$ cat src/rtl/fetch_cfg.svh
// ----------------------------------------------------------
// Fetch stage sizing macros: reset address, epoch tag width
// and the cap on outstanding memory reads. Include wherever
// these sizes are needed; the packages hold the types
// ----------------------------------------------------------

`ifndef FETCH_CFG_SVH
`define FETCH_CFG_SVH

// First address fetched once reset drops
`define FETCH_RST_ADDR 32'h200

// Epoch tag width, carried in the memory opaque field
`define FETCH_EPOCH_BITS 8

// Most reads allowed outstanding at once
`define FETCH_MAX_IN_FLIGHT 4

`endif
$ cat src/rtl/fetch_pkg.sv
// ----------------------------------------------------------
// Fetch to decode types: the message handed to decode and
// the two views of a raw instruction word used by predecode
// ----------------------------------------------------------

package fetch_pkg;

  // ----------------------------------------------------------
  // Opcodes that take the U-format immediate
  // ----------------------------------------------------------

  localparam logic [6:0] OPC_LUI   = 7'b0110111;
  localparam logic [6:0] OPC_AUIPC = 7'b0010111;

  // ----------------------------------------------------------
  // Instruction word views
  // ----------------------------------------------------------

  // I format, 12-bit immediate in the top bits
  typedef struct packed {
    logic [11:0] imm;
    logic [4:0]  rs1;
    logic [2:0]  funct3;
    logic [4:0]  rd;
    logic [6:0]  opcode;
  } inst_itype_t;

  // U format, upper 20 bits of the immediate
  typedef struct packed {
    logic [19:0] imm;
    logic [4:0]  rd;
    logic [6:0]  opcode;
  } inst_utype_t;

  // Same 32 bits, decoded by opcode
  // rd and opcode line up in both views
  typedef union packed {
    inst_itype_t i;
    inst_utype_t u;
  } inst_u;

  // ----------------------------------------------------------
  // Message to decode
  // ----------------------------------------------------------

  // imm is already sign-extended or shifted into place
  typedef struct packed {
    logic [31:0] pc;
    logic [31:0] inst;
    logic [4:0]  rd;
    logic [31:0] imm;
  } fd_msg_t;

endpackage

$ cat src/rtl/mem_msg_pkg.sv
// ----------------------------------------------------------
// Instruction memory message types, shared by the request
// and response channels of the fetch stage
// ----------------------------------------------------------

`include "fetch_cfg.svh"

package mem_msg_pkg;

  // ----------------------------------------------------------
  // Operation encoding
  // ----------------------------------------------------------

  typedef enum logic {
    MEM_READ  = 1'b0,
    MEM_WRITE = 1'b1
  } mem_op_e;

  // ----------------------------------------------------------
  // Request message
  // ----------------------------------------------------------

  // Opaque comes back untouched in the response
  // Len 0 means a full 32-bit word
  typedef struct packed {
    mem_op_e                      op;
    logic [`FETCH_EPOCH_BITS-1:0] opaque;
    logic [31:0]                  addr;
    logic [3:0]                   len;
    logic [31:0]                  data;
  } mem_req_msg_t;

  // ----------------------------------------------------------
  // Response message
  // ----------------------------------------------------------

  // Same layout as the request
  // Data holds the read word on a read
  typedef struct packed {
    mem_op_e                      op;
    logic [`FETCH_EPOCH_BITS-1:0] opaque;
    logic [31:0]                  addr;
    logic [3:0]                   len;
    logic [31:0]                  data;
  } mem_resp_msg_t;

endpackage

$ cat src/rtl/fetch_unit.sv
// ----------------------------------------------------------
// Fetch stage top: memory request and response channels on
// one side, decode channel and squash input on the other
// ----------------------------------------------------------

`timescale 1ns/1ps

`include "fetch_cfg.svh"

module fetch_unit (
  input  logic                       clk,
  input  logic                       rst,

  // Instruction memory
  output logic                       mem_req_val,
  input  logic                       mem_req_rdy,
  output mem_msg_pkg::mem_req_msg_t  mem_req_msg,
  input  logic                       mem_resp_val,
  output logic                       mem_resp_rdy,
  input  mem_msg_pkg::mem_resp_msg_t mem_resp_msg,

  // Decode
  input  logic                       squash,
  input  logic [31:0]                squash_target,
  output logic                       d_val,
  input  logic                       d_rdy,
  output fetch_pkg::fd_msg_t         d_msg
);

  logic                         req_xfer;
  logic                         resp_xfer;
  logic [`FETCH_EPOCH_BITS-1:0] epoch;

  // ----------------------------------------------------------
  // Control, address path, response path
  // ----------------------------------------------------------

  fetch_ctrl fetch_ctrl_i (
    .clk         (clk),
    .rst         (rst),
    .mem_req_rdy (mem_req_rdy),
    .resp_xfer   (resp_xfer),
    .squash      (squash),
    .mem_req_val (mem_req_val),
    .req_xfer    (req_xfer),
    .epoch       (epoch)
  );

  fetch_pc_gen fetch_pc_gen_i (
    .clk           (clk),
    .rst           (rst),
    .req_xfer      (req_xfer),
    .squash        (squash),
    .squash_target (squash_target),
    .epoch         (epoch),
    .mem_req_msg   (mem_req_msg)
  );

  fetch_resp_filter fetch_resp_filter_i (
    .mem_resp_val (mem_resp_val),
    .mem_resp_msg (mem_resp_msg),
    .mem_resp_rdy (mem_resp_rdy),
    .epoch        (epoch),
    .squash       (squash),
    .d_rdy        (d_rdy),
    .d_val        (d_val),
    .d_msg        (d_msg),
    .resp_xfer    (resp_xfer)
  );

endmodule

$ cat src/rtl/fetch_resp_filter.sv
// ----------------------------------------------------------
// Response filter: drops stale-epoch reads, passes the rest
// to decode with back-pressure, and predecodes rd and imm
// ----------------------------------------------------------

`timescale 1ns/1ps

`include "fetch_cfg.svh"

module fetch_resp_filter (
  input  logic                         mem_resp_val,
  input  mem_msg_pkg::mem_resp_msg_t   mem_resp_msg,
  output logic                         mem_resp_rdy,
  input  logic [`FETCH_EPOCH_BITS-1:0] epoch,
  input  logic                         squash,
  input  logic                         d_rdy,
  output logic                         d_val,
  output fetch_pkg::fd_msg_t           d_msg,
  output logic                         resp_xfer
);

  import fetch_pkg::*;

  logic  drop;
  logic  is_utype;
  inst_u word;

  // ----------------------------------------------------------
  // Drop test and handshakes
  // ----------------------------------------------------------

  // Old path or a squash this very cycle
  assign drop = (mem_resp_msg.opaque != epoch) || squash;

  // Dropped words are consumed regardless of decode
  always_comb begin
    mem_resp_rdy = d_rdy || drop;
    d_val        = mem_resp_val && !drop;
    resp_xfer    = mem_resp_val && mem_resp_rdy;
  end

  // ----------------------------------------------------------
  // Predecode
  // ----------------------------------------------------------

  assign word = mem_resp_msg.data;

  // LUI and AUIPC carry the U immediate
  assign is_utype = (word.u.opcode == OPC_LUI) || (word.u.opcode == OPC_AUIPC);

  always_comb begin
    d_msg.pc   = mem_resp_msg.addr;
    d_msg.inst = word;
    d_msg.rd   = word.i.rd;
    if (is_utype) begin
      // Upper 20 bits, low 12 zero
      d_msg.imm = {word.u.imm, 12'd0};
    end else begin
      // Sign-extend the 12-bit field
      d_msg.imm = {{20{word.i.imm[11]}}, word.i.imm};
    end
  end

endmodule

$ cat src/rtl/fetch_pc_gen.sv
// ----------------------------------------------------------
// Fetch address generation: keeps the next fetch address,
// applies squash redirects and builds the read request
// ----------------------------------------------------------

`timescale 1ns/1ps

`include "fetch_cfg.svh"

module fetch_pc_gen (
  input  logic                         clk,
  input  logic                         rst,
  input  logic                         req_xfer,
  input  logic                         squash,
  input  logic [31:0]                  squash_target,
  input  logic [`FETCH_EPOCH_BITS-1:0] epoch,
  output mem_msg_pkg::mem_req_msg_t    mem_req_msg
);

  import mem_msg_pkg::*;

  logic [31:0] curr_addr;
  logic [31:0] req_addr;

  // ----------------------------------------------------------
  // Redirect mux
  // ----------------------------------------------------------

  // Squash target goes out in the same cycle
  always_comb begin
    if (squash) begin
      req_addr = squash_target;
    end else begin
      req_addr = curr_addr;
    end
  end

  // ----------------------------------------------------------
  // Address register
  // ----------------------------------------------------------

  // Advance past whatever was sent, else latch a redirect
  always_ff @(posedge clk) begin
    if (rst) begin
      curr_addr <= `FETCH_RST_ADDR;
    end else if (req_xfer) begin
      curr_addr <= req_addr + 32'd4;
    end else if (squash) begin
      curr_addr <= squash_target;
    end
  end

  // Word read, tagged with the live epoch
  always_comb begin
    mem_req_msg.op     = MEM_READ;
    mem_req_msg.opaque = epoch;
    mem_req_msg.addr   = req_addr;
    mem_req_msg.len    = 4'd0;
    mem_req_msg.data   = 32'd0;
  end

endmodule

$ cat src/rtl/fetch_ctrl.sv
// ----------------------------------------------------------
// Fetch control: tracks reads in flight, owns the epoch tag
// and decides when a new read request may go out
// ----------------------------------------------------------

`timescale 1ns/1ps

`include "fetch_cfg.svh"

module fetch_ctrl (
  input  logic                         clk,
  input  logic                         rst,
  input  logic                         mem_req_rdy,
  input  logic                         resp_xfer,
  input  logic                         squash,
  output logic                         mem_req_val,
  output logic                         req_xfer,
  output logic [`FETCH_EPOCH_BITS-1:0] epoch
);

  // Counter must reach the limit itself, hence the +1
  localparam int unsigned CNT_W = $clog2(`FETCH_MAX_IN_FLIGHT + 1);
  localparam logic [CNT_W-1:0] MAX_CNT = CNT_W'(`FETCH_MAX_IN_FLIGHT);

  logic [CNT_W-1:0]             num_in_flight;
  logic [CNT_W-1:0]             num_in_flight_next;
  logic [`FETCH_EPOCH_BITS-1:0] epoch_q;
  logic [`FETCH_EPOCH_BITS-1:0] epoch_inc;

  // ----------------------------------------------------------
  // Request handshake
  // ----------------------------------------------------------

  // Hold off while full or still in reset
  always_comb begin
    mem_req_val = !rst && (num_in_flight < MAX_CNT);
    req_xfer    = mem_req_val && mem_req_rdy;
  end

  // ----------------------------------------------------------
  // In-flight counter
  // ----------------------------------------------------------

  // Request and response in the same cycle cancel out
  always_comb begin
    num_in_flight_next = num_in_flight;
    if (req_xfer && !resp_xfer) begin
      num_in_flight_next = num_in_flight + 1'b1;
    end else if (resp_xfer && !req_xfer) begin
      num_in_flight_next = num_in_flight - 1'b1;
    end
  end

  always_ff @(posedge clk) begin
    if (rst) begin
      num_in_flight <= '0;
    end else begin
      num_in_flight <= num_in_flight_next;
    end
  end

  // ----------------------------------------------------------
  // Epoch tag
  // ----------------------------------------------------------

  // Wraps freely, only equality is ever tested
  assign epoch_inc = epoch_q + 1'b1;

  always_ff @(posedge clk) begin
    if (rst) begin
      epoch_q <= '0;
    end else if (squash) begin
      epoch_q <= epoch_inc;
    end
  end

  // New epoch visible already in the squash cycle
  // so the redirected request and the drop test agree
  always_comb begin
    if (squash) begin
      epoch = epoch_inc;
    end else begin
      epoch = epoch_q;
    end
  end

endmodule

$ cat config.mk
export PLATFORM = sky130hd
export DESIGN_NAME = fetch_unit
export DESIGN_NICKNAME = d
export VERILOG_FILES = /design/src/rtl/fetch_pkg.sv /design/src/rtl/mem_msg_pkg.sv /design/src/rtl/fetch_unit.sv /design/src/rtl/fetch_resp_filter.sv /design/src/rtl/fetch_pc_gen.sv /design/src/rtl/fetch_ctrl.sv
export VERILOG_INCLUDE_DIRS = /design/src /design/src/rtl
export SDC_FILE = /design/constraint.sdc
export NUM_CORES = 1
export LEC_CHECK = 0
export BUFFER_PORTS_ARGS = -buffer_cell sky130_fd_sc_hd__buf_2
export CORE_MARGIN = 5
export CORE_UTILIZATION = 30
export DETAILED_ROUTE_END_ITERATION = 8
export GPL_TIMING_DRIVEN = 0
export PLACE_DENSITY = 0.73
export SKIP_CTS_REPAIR_TIMING = 1
export SYNTH_ARGS = -nofsm -noshare
export SYNTH_HDL_FRONTEND = slang
export SYNTH_SLANG_ARGS = --single-unit
export TNS_END_PERCENT = 10
$ cat constraint.sdc
create_clock -name clk -period 3.3 [get_ports clk]
set_clock_uncertainty 0.1 [all_clocks]
set_input_delay 0.165 -clock clk [delete_from_list [all_inputs] [get_ports clk]]
set_output_delay 0.165 -clock clk [all_outputs]
set_load 0.005 [all_outputs]
==> results.cfg, run 1 <==
[status]
outcome = complete, no violations

[clock_network]
cts_buffer_depth = 2
clk_pin_slew_ns = 0.06
cts_tree = yes
clk_latency_ns = 0.29
numCtsBuffers = 5
htreeDepth = 2
root_buffer = clkbuf_16
cts_sinks = 43

[timing]
hold_violations = 0
worst_pin_slew_ns = 0.6570
min_period_over_period_pct = 95.03
fin_crit_ns = 3.136
drv_slew = 0
slew_headroom_pct = 55.86
fmaxAchievable_mhz = 318.9
setup_viol = 0

[setup_path]
startpoint_type = flop
reg2reg_to = fetch_ctrl_i.num_in_flight[2]
r2r_cells = 12
cp.required_ns = 3.42
critPathArrivalTime_ns = 3.26
cp_max_fo = 5
end_kind = flop
rr_startpoint = fetch_ctrl_i.epoch_q[0]
r2r_slack_ns = 0.16
critPathKind = flop to flop

[global_routing]
grt_pass1_wl_um = 18380
grt_max_degree = 14
grt_pass1_vias = 3586
grt.overflow.total = 0
grt_usage_pct = 15.87
antenna_found_initial = 1

[synth]
synth_compound_area_share_pct = 12.69
syn_area_per_cell_um2 = 8.591
yosysSeqAreaShare_pct = 22.67
synth_top_family_by_area = buffers and inverters
yosysMostFrequentCell = buf_4
syn_inst = 442
synthesis.area_um2 = 3797
ys_top_cells_by_area = dfxtp_1, buf_4, mux2_2
synthArstFlopShare_pct = 0
yosys.area_share.xor_xnor_pct = 7.084
synth-edff-count = 0
synth_common_cells = buf_4, dfxtp_1, mux2_2
synth_cell_types = 58
ys_seq_elements = 43
synth_simple_gate_area_share_pct = 20.66
synthAdderAreaFrac_pct = 1.516
yosysTopAreaCell = dfxtp_1
synthFlopType = dfxtp_1
synth.mux.area_fraction_pct = 10.35
yosysTopAreaCellShare_pct = 22.67
yosysWarningCount = 0

[pwr]
p_sw_share_pct = 27.91
peakVddDrop_v = 0.0001959
p_int_uw = 1219
power_frac_comb_pct = 31.0
pwr-share-clk_pct = 34.8
powerDensity_nw_per_um2 = 310.5
p_leak_uw = 0.003024
seqPwrFrac_pct = 34.2
switchingPower_uw = 471.8

[min_path]
hp-start = squash_target[1]
hold_depth = 3
hold_class = input pin to flop
min_to = fetch_pc_gen_i.curr_addr[1]

[floorplanning]
start_util_pct = 30.34
rows = 41
die-area_um2 = 15010
die-width_um = 122.5
pin_count = 296
chipHeight_um = 122.5
core_area_um2 = 12520

[final_layout]
layout-drive-gt1-share_pct = 54.14
area_growth_pct = 43.36
final_cells = 874
nets = 818
finalInstanceArea_um2 = 5444
final_util_pct = 43.49

[placement]
post_dp_cell_area_um2 = 5219
port_buffers = 214
place_hpwl_um = 10990
globalplace.congestion = 0.7369
dp_cells = 864

[route]
drc = 0
vias_per_cell = 4.327
firstDrtPassIters = 4
drt_iter0_drc = 109
vias = 3782
wirelength_um = 12780
post_drt_wl_per_cell_um = 14.63
ant_nets = 0

[job]
maxCapViolations = 0
## layer usage
layer  global-route usage (%)  wire [µm]  up-vias
met5                        0          0        -
met2                    31.30       6871      165
li1                         -          -     1901
met3                    4.931       1254       10
met1                    15.85       4476     1706
met4                    4.269        181        0
## how the worst max path moves through the flow
| stage | start | endpoint | slack, ns |
|---|---|---|---|
| after global placement | squash | fetch_ctrl_i.num_in_flight[2] | -0.45 |
| after CTS | squash | fetch_ctrl_i.num_in_flight[2] | -0.18 |
| after global routing | fetch_ctrl_i.epoch_q[2] | fetch_ctrl_i.num_in_flight[2] | -0.03 |
| after detailed placement | squash | fetch_ctrl_i.num_in_flight[2] | -0.48 |
| final | fetch_ctrl_i.epoch_q[0] | fetch_ctrl_i.num_in_flight[2] | 0.16 |
| after floorplan | squash | fetch_ctrl_i.num_in_flight[2] | 0.30 |
## cell usage in the layout, fill, tap and decap left out, drive strengths merged, types with 12 or more instances in the layout
| master | count |
|---|---|
| buf | 331 |
| nor3 | 12 |
| clkbuf | 15 |
| nand2 | 17 |
| a21o | 22 |
| a21oi | 13 |
| dfxtp | 43 |
| mux2 | 26 |
| nor2 | 23 |
| nor2b | 13 |
| conb | 37 |
| xor2 | 14 |
## critical path, stage by stage (launching register included)
cell       delay (ns)
dfxtp_2          0.37
ha_1             0.20
nand4_1          0.15
xnor2_2          0.26
xnor2_1          0.16
o2111ai_2        0.18
o31ai_2          0.35
ha_2             0.25
inv_1            0.05
fa_1             0.37
xor2_1           0.18
or3_1            0.31
a21oi_1          0.13
## kinds of logic (layout without fill, tap and decap cells)
kind of cell	count (synthesis)	after routing
muxes	36	36
xor gates and xnor gates	26	26
AOI/OAI and AO/OA	64	64
DFF	43	43
other	1	39
buffers and inverters	136	358
adders and majority gates	4	4
and+or+nand+nor	132	132
## area by class of cell
type                       count  area (µm²)
antenna                        2       5.005
buffer                       125       904.6
clock buffer                   6       138.9
clock inverter                 2       35.03
fill                        1290        7073
inverter                      10       37.54
multi-input combinational    299        2166
sequential                    43       863.3
tap                          172       215.2
timing repair buffer         215        1079
## state kept, by name, indices dropped and copies added (netlist names)
signal / flops
fetch_pc_gen_i.curr_addr: 32
fetch_ctrl_i.num_in_flight: 3
fetch_ctrl_i.epoch_q: 8
## through the flow
step / power [µW] / hold WS (ns) / worst slack [ns] / setup TNS (ns)
6_report: 1690 / 0.1236 / 0.1640 / 0
5_1_grt: 1787 / 0.1389 / -0.03358 / -0.03358
4_1_cts: 1701 / 0.1203 / -0.1767 / -0.1767
3_5_place_dp: 1112 / 0.3971 / -0.4845 / -0.6920
3_3_place_gp: 1105 / 0.3856 / -0.4452 / -0.5950
2_1_floorplan: 902.3 / 0.2506 / 0.3023 / 0
## power by group through the flow
stage               combinational, µW  clock [µW]  sequential [µW]
floorplan                         317           0              585
global placement                  517           0              589
detailed placement                522           0              590
CTS                               525         598              578
global route                      584         620              583
finish                            524         588              579
Power figures use the tool's default switching activity.
==> run 2: changes to the inputs <==
- CORE_ASPECT_RATIO: not set -> 1.4
- GPL_TIMING_DRIVEN: 0 -> not set
==> results.cfg, run 2 (synthesis results as in run 1) <==
[status]
outcome = complete, no violations

[floorplanning]
start_util_pct = 30.69
die-area_um2 = 15040
rows = 48
core_area_um2 = 12370
die-width_um = 105.1
chipHeight_um = 143.1
pin_count = 296

[final_layout]
nets = 657
finalInstanceArea_um2 = 4325
layout_commonest_cell = buf_2
final_cells = 690
final_cell_mix = buf_2, dfxtp_1, conb_1
largest_reg_flops = 32
area_growth_pct = 13.90
largest_register = fetch_pc_gen_i.curr_addr
fillCellCount = 1309
layout-drive-gt1-share_pct = 41.37
largestRegisters = fetch_pc_gen_i.curr_addr: 32 flops, fetch_ctrl_i.epoch_q: 8 flops, fetch_ctrl_i.num_in_flight: 3 flops

[placement]
globalplace.congestion = 0.7944
dp_cells = 681
place_hpwl_um = 10190
port_buffers = 172
post_dp_cell_area_um2 = 4136

[timing]
worst_pin_slew_ns = 0.6713
slew_headroom_pct = 54.90
fin_tns_setup_ns = 0
setup_viol = 0
drv_slew = 0
fin_crit_ns = 3.065
min_period_over_period_pct = 92.87
fmaxAchievable_mhz = 326.3
hold_violations = 0

[job]
maxCapViolations = 0

[route]
drc = 0
firstDrtPassIters = 4
vias = 3298
ant_nets = 0
vias_per_cell = 4.780
wirelength_um = 11860
drt_iter0_drc = 210
post_drt_wl_per_cell_um = 17.18

[pwr]
p_int_uw = 1117
peakVddDrop_v = 0.0001939
p_leak_uw = 0.002308
seqPwrFrac_pct = 37.6
p_sw_share_pct = 27.54
switchingPower_uw = 424.7
powerDensity_nw_per_um2 = 356.5
power_frac_comb_pct = 24.9
pwr-share-clk_pct = 37.6

[setup_path]
rr_startpoint = fetch_ctrl_i.epoch_q[0]
startpoint_type = flop
end_kind = flop
reg2reg_to = fetch_ctrl_i.num_in_flight[2]
r2r_slack_ns = 0.24
cp_max_fo = 5
critPathKind = flop to flop
r2r_cells = 12
critPathArrivalTime_ns = 3.18
cp.required_ns = 3.42

[clock_network]
root_buffer = clkbuf_16
cts_sinks = 43
numCtsBuffers = 5
cts_tree = yes
clk_pin_slew_ns = 0.06
htreeDepth = 2
cts_buffer_depth = 2
clk_latency_ns = 0.28

[min_path]
hold_class = input pin to flop
min_to = fetch_pc_gen_i.curr_addr[1]
hp-start = squash_target[1]
hold_depth = 3

[global_routing]
grt_pass1_vias = 3177
antenna_found_initial = 5
grt.overflow.total = 0
grt_max_degree = 39
grt_usage_pct = 14.85
grt_pass1_wl_um = 17290
==> run 2: through the flow <==
step | hold slack [ns] | util [%] | power, µW | setup WS, ns
after floorplan | 0.2506 | - | 902.3 | 0.3023
after global placement | 0.2300 | 33.43 | 972.6 | 0.1945
after detailed placement | 0.2300 | 33.43 | 976.8 | 0.1478
after CTS | 0.1205 | 34.84 | 1562 | 0.1268
after global routing | 0.1431 | 34.94 | 1624 | -0.008805
final | 0.1274 | 34.96 | 1542 | 0.2352
==> run 2: power by group through the flow <==
stage / combinational (µW) / sequential, µW / clock (µW)
after detailed placement: 386 / 591 / 0
after global placement: 383 / 589 / 0
final: 383 / 579 / 580
after CTS: 388 / 580 / 595
after global routing: 429 / 584 / 611
after floorplan: 317 / 585 / 0
==> run 2: final cells by class <==
cell class	instances	area (µm²)	area share [%]
multi-input cells	299	2137	49.41
repair buffers	179	925.9	21.41
flip-flops and latches	43	860.8	19.90
well taps	150	187.7	4.339
clock buffers	6	138.9	3.211
inverters	10	37.54	0.8678
clock inverters	2	35.03	0.8100
diodes	1	2.502	0.05785
==> run 2: worst max path at each step <==
stage | from | to | slack, ns | cells after the start
floorplan | squash | fetch_ctrl_i.num_in_flight[2] | 0.30 | 14
global placement | fetch_ctrl_i.epoch_q[0] | fetch_ctrl_i.num_in_flight[2] | 0.19 | 12
detailed placement | fetch_ctrl_i.epoch_q[0] | fetch_ctrl_i.num_in_flight[2] | 0.15 | 12
CTS | fetch_ctrl_i.epoch_q[0] | fetch_ctrl_i.num_in_flight[2] | 0.13 | 12
global route | fetch_ctrl_i.epoch_q[0] | fetch_ctrl_i.num_in_flight[2] | -0.009 | 12
finish | fetch_ctrl_i.epoch_q[0] | fetch_ctrl_i.num_in_flight[2] | 0.24 | 12
==> run 2: metal layers <==
metal / global-route usage [%] / vias to the layer above / wire, µm
li1: - / 1581 / -
met1: 12.91 / 1483 / 3639
met2: 28.80 / 185 / 6283
met3: 6.875 / 39 / 1507
met4: 6.263 / 10 / 356
met5: 0 / - / 69
==> run 2: critical path: stages, from the launching register on <==
cell,delay [ns]
dfxtp_1,0.42
ha_1,0.24
nand4_1,0.15
xnor2_2,0.20
xnor2_1,0.13
o2111ai_1,0.20
o31ai_2,0.30
ha_1,0.22
inv_1,0.06
fa_1,0.37
xor2_1,0.17
or3_1,0.30
a21oi_1,0.13
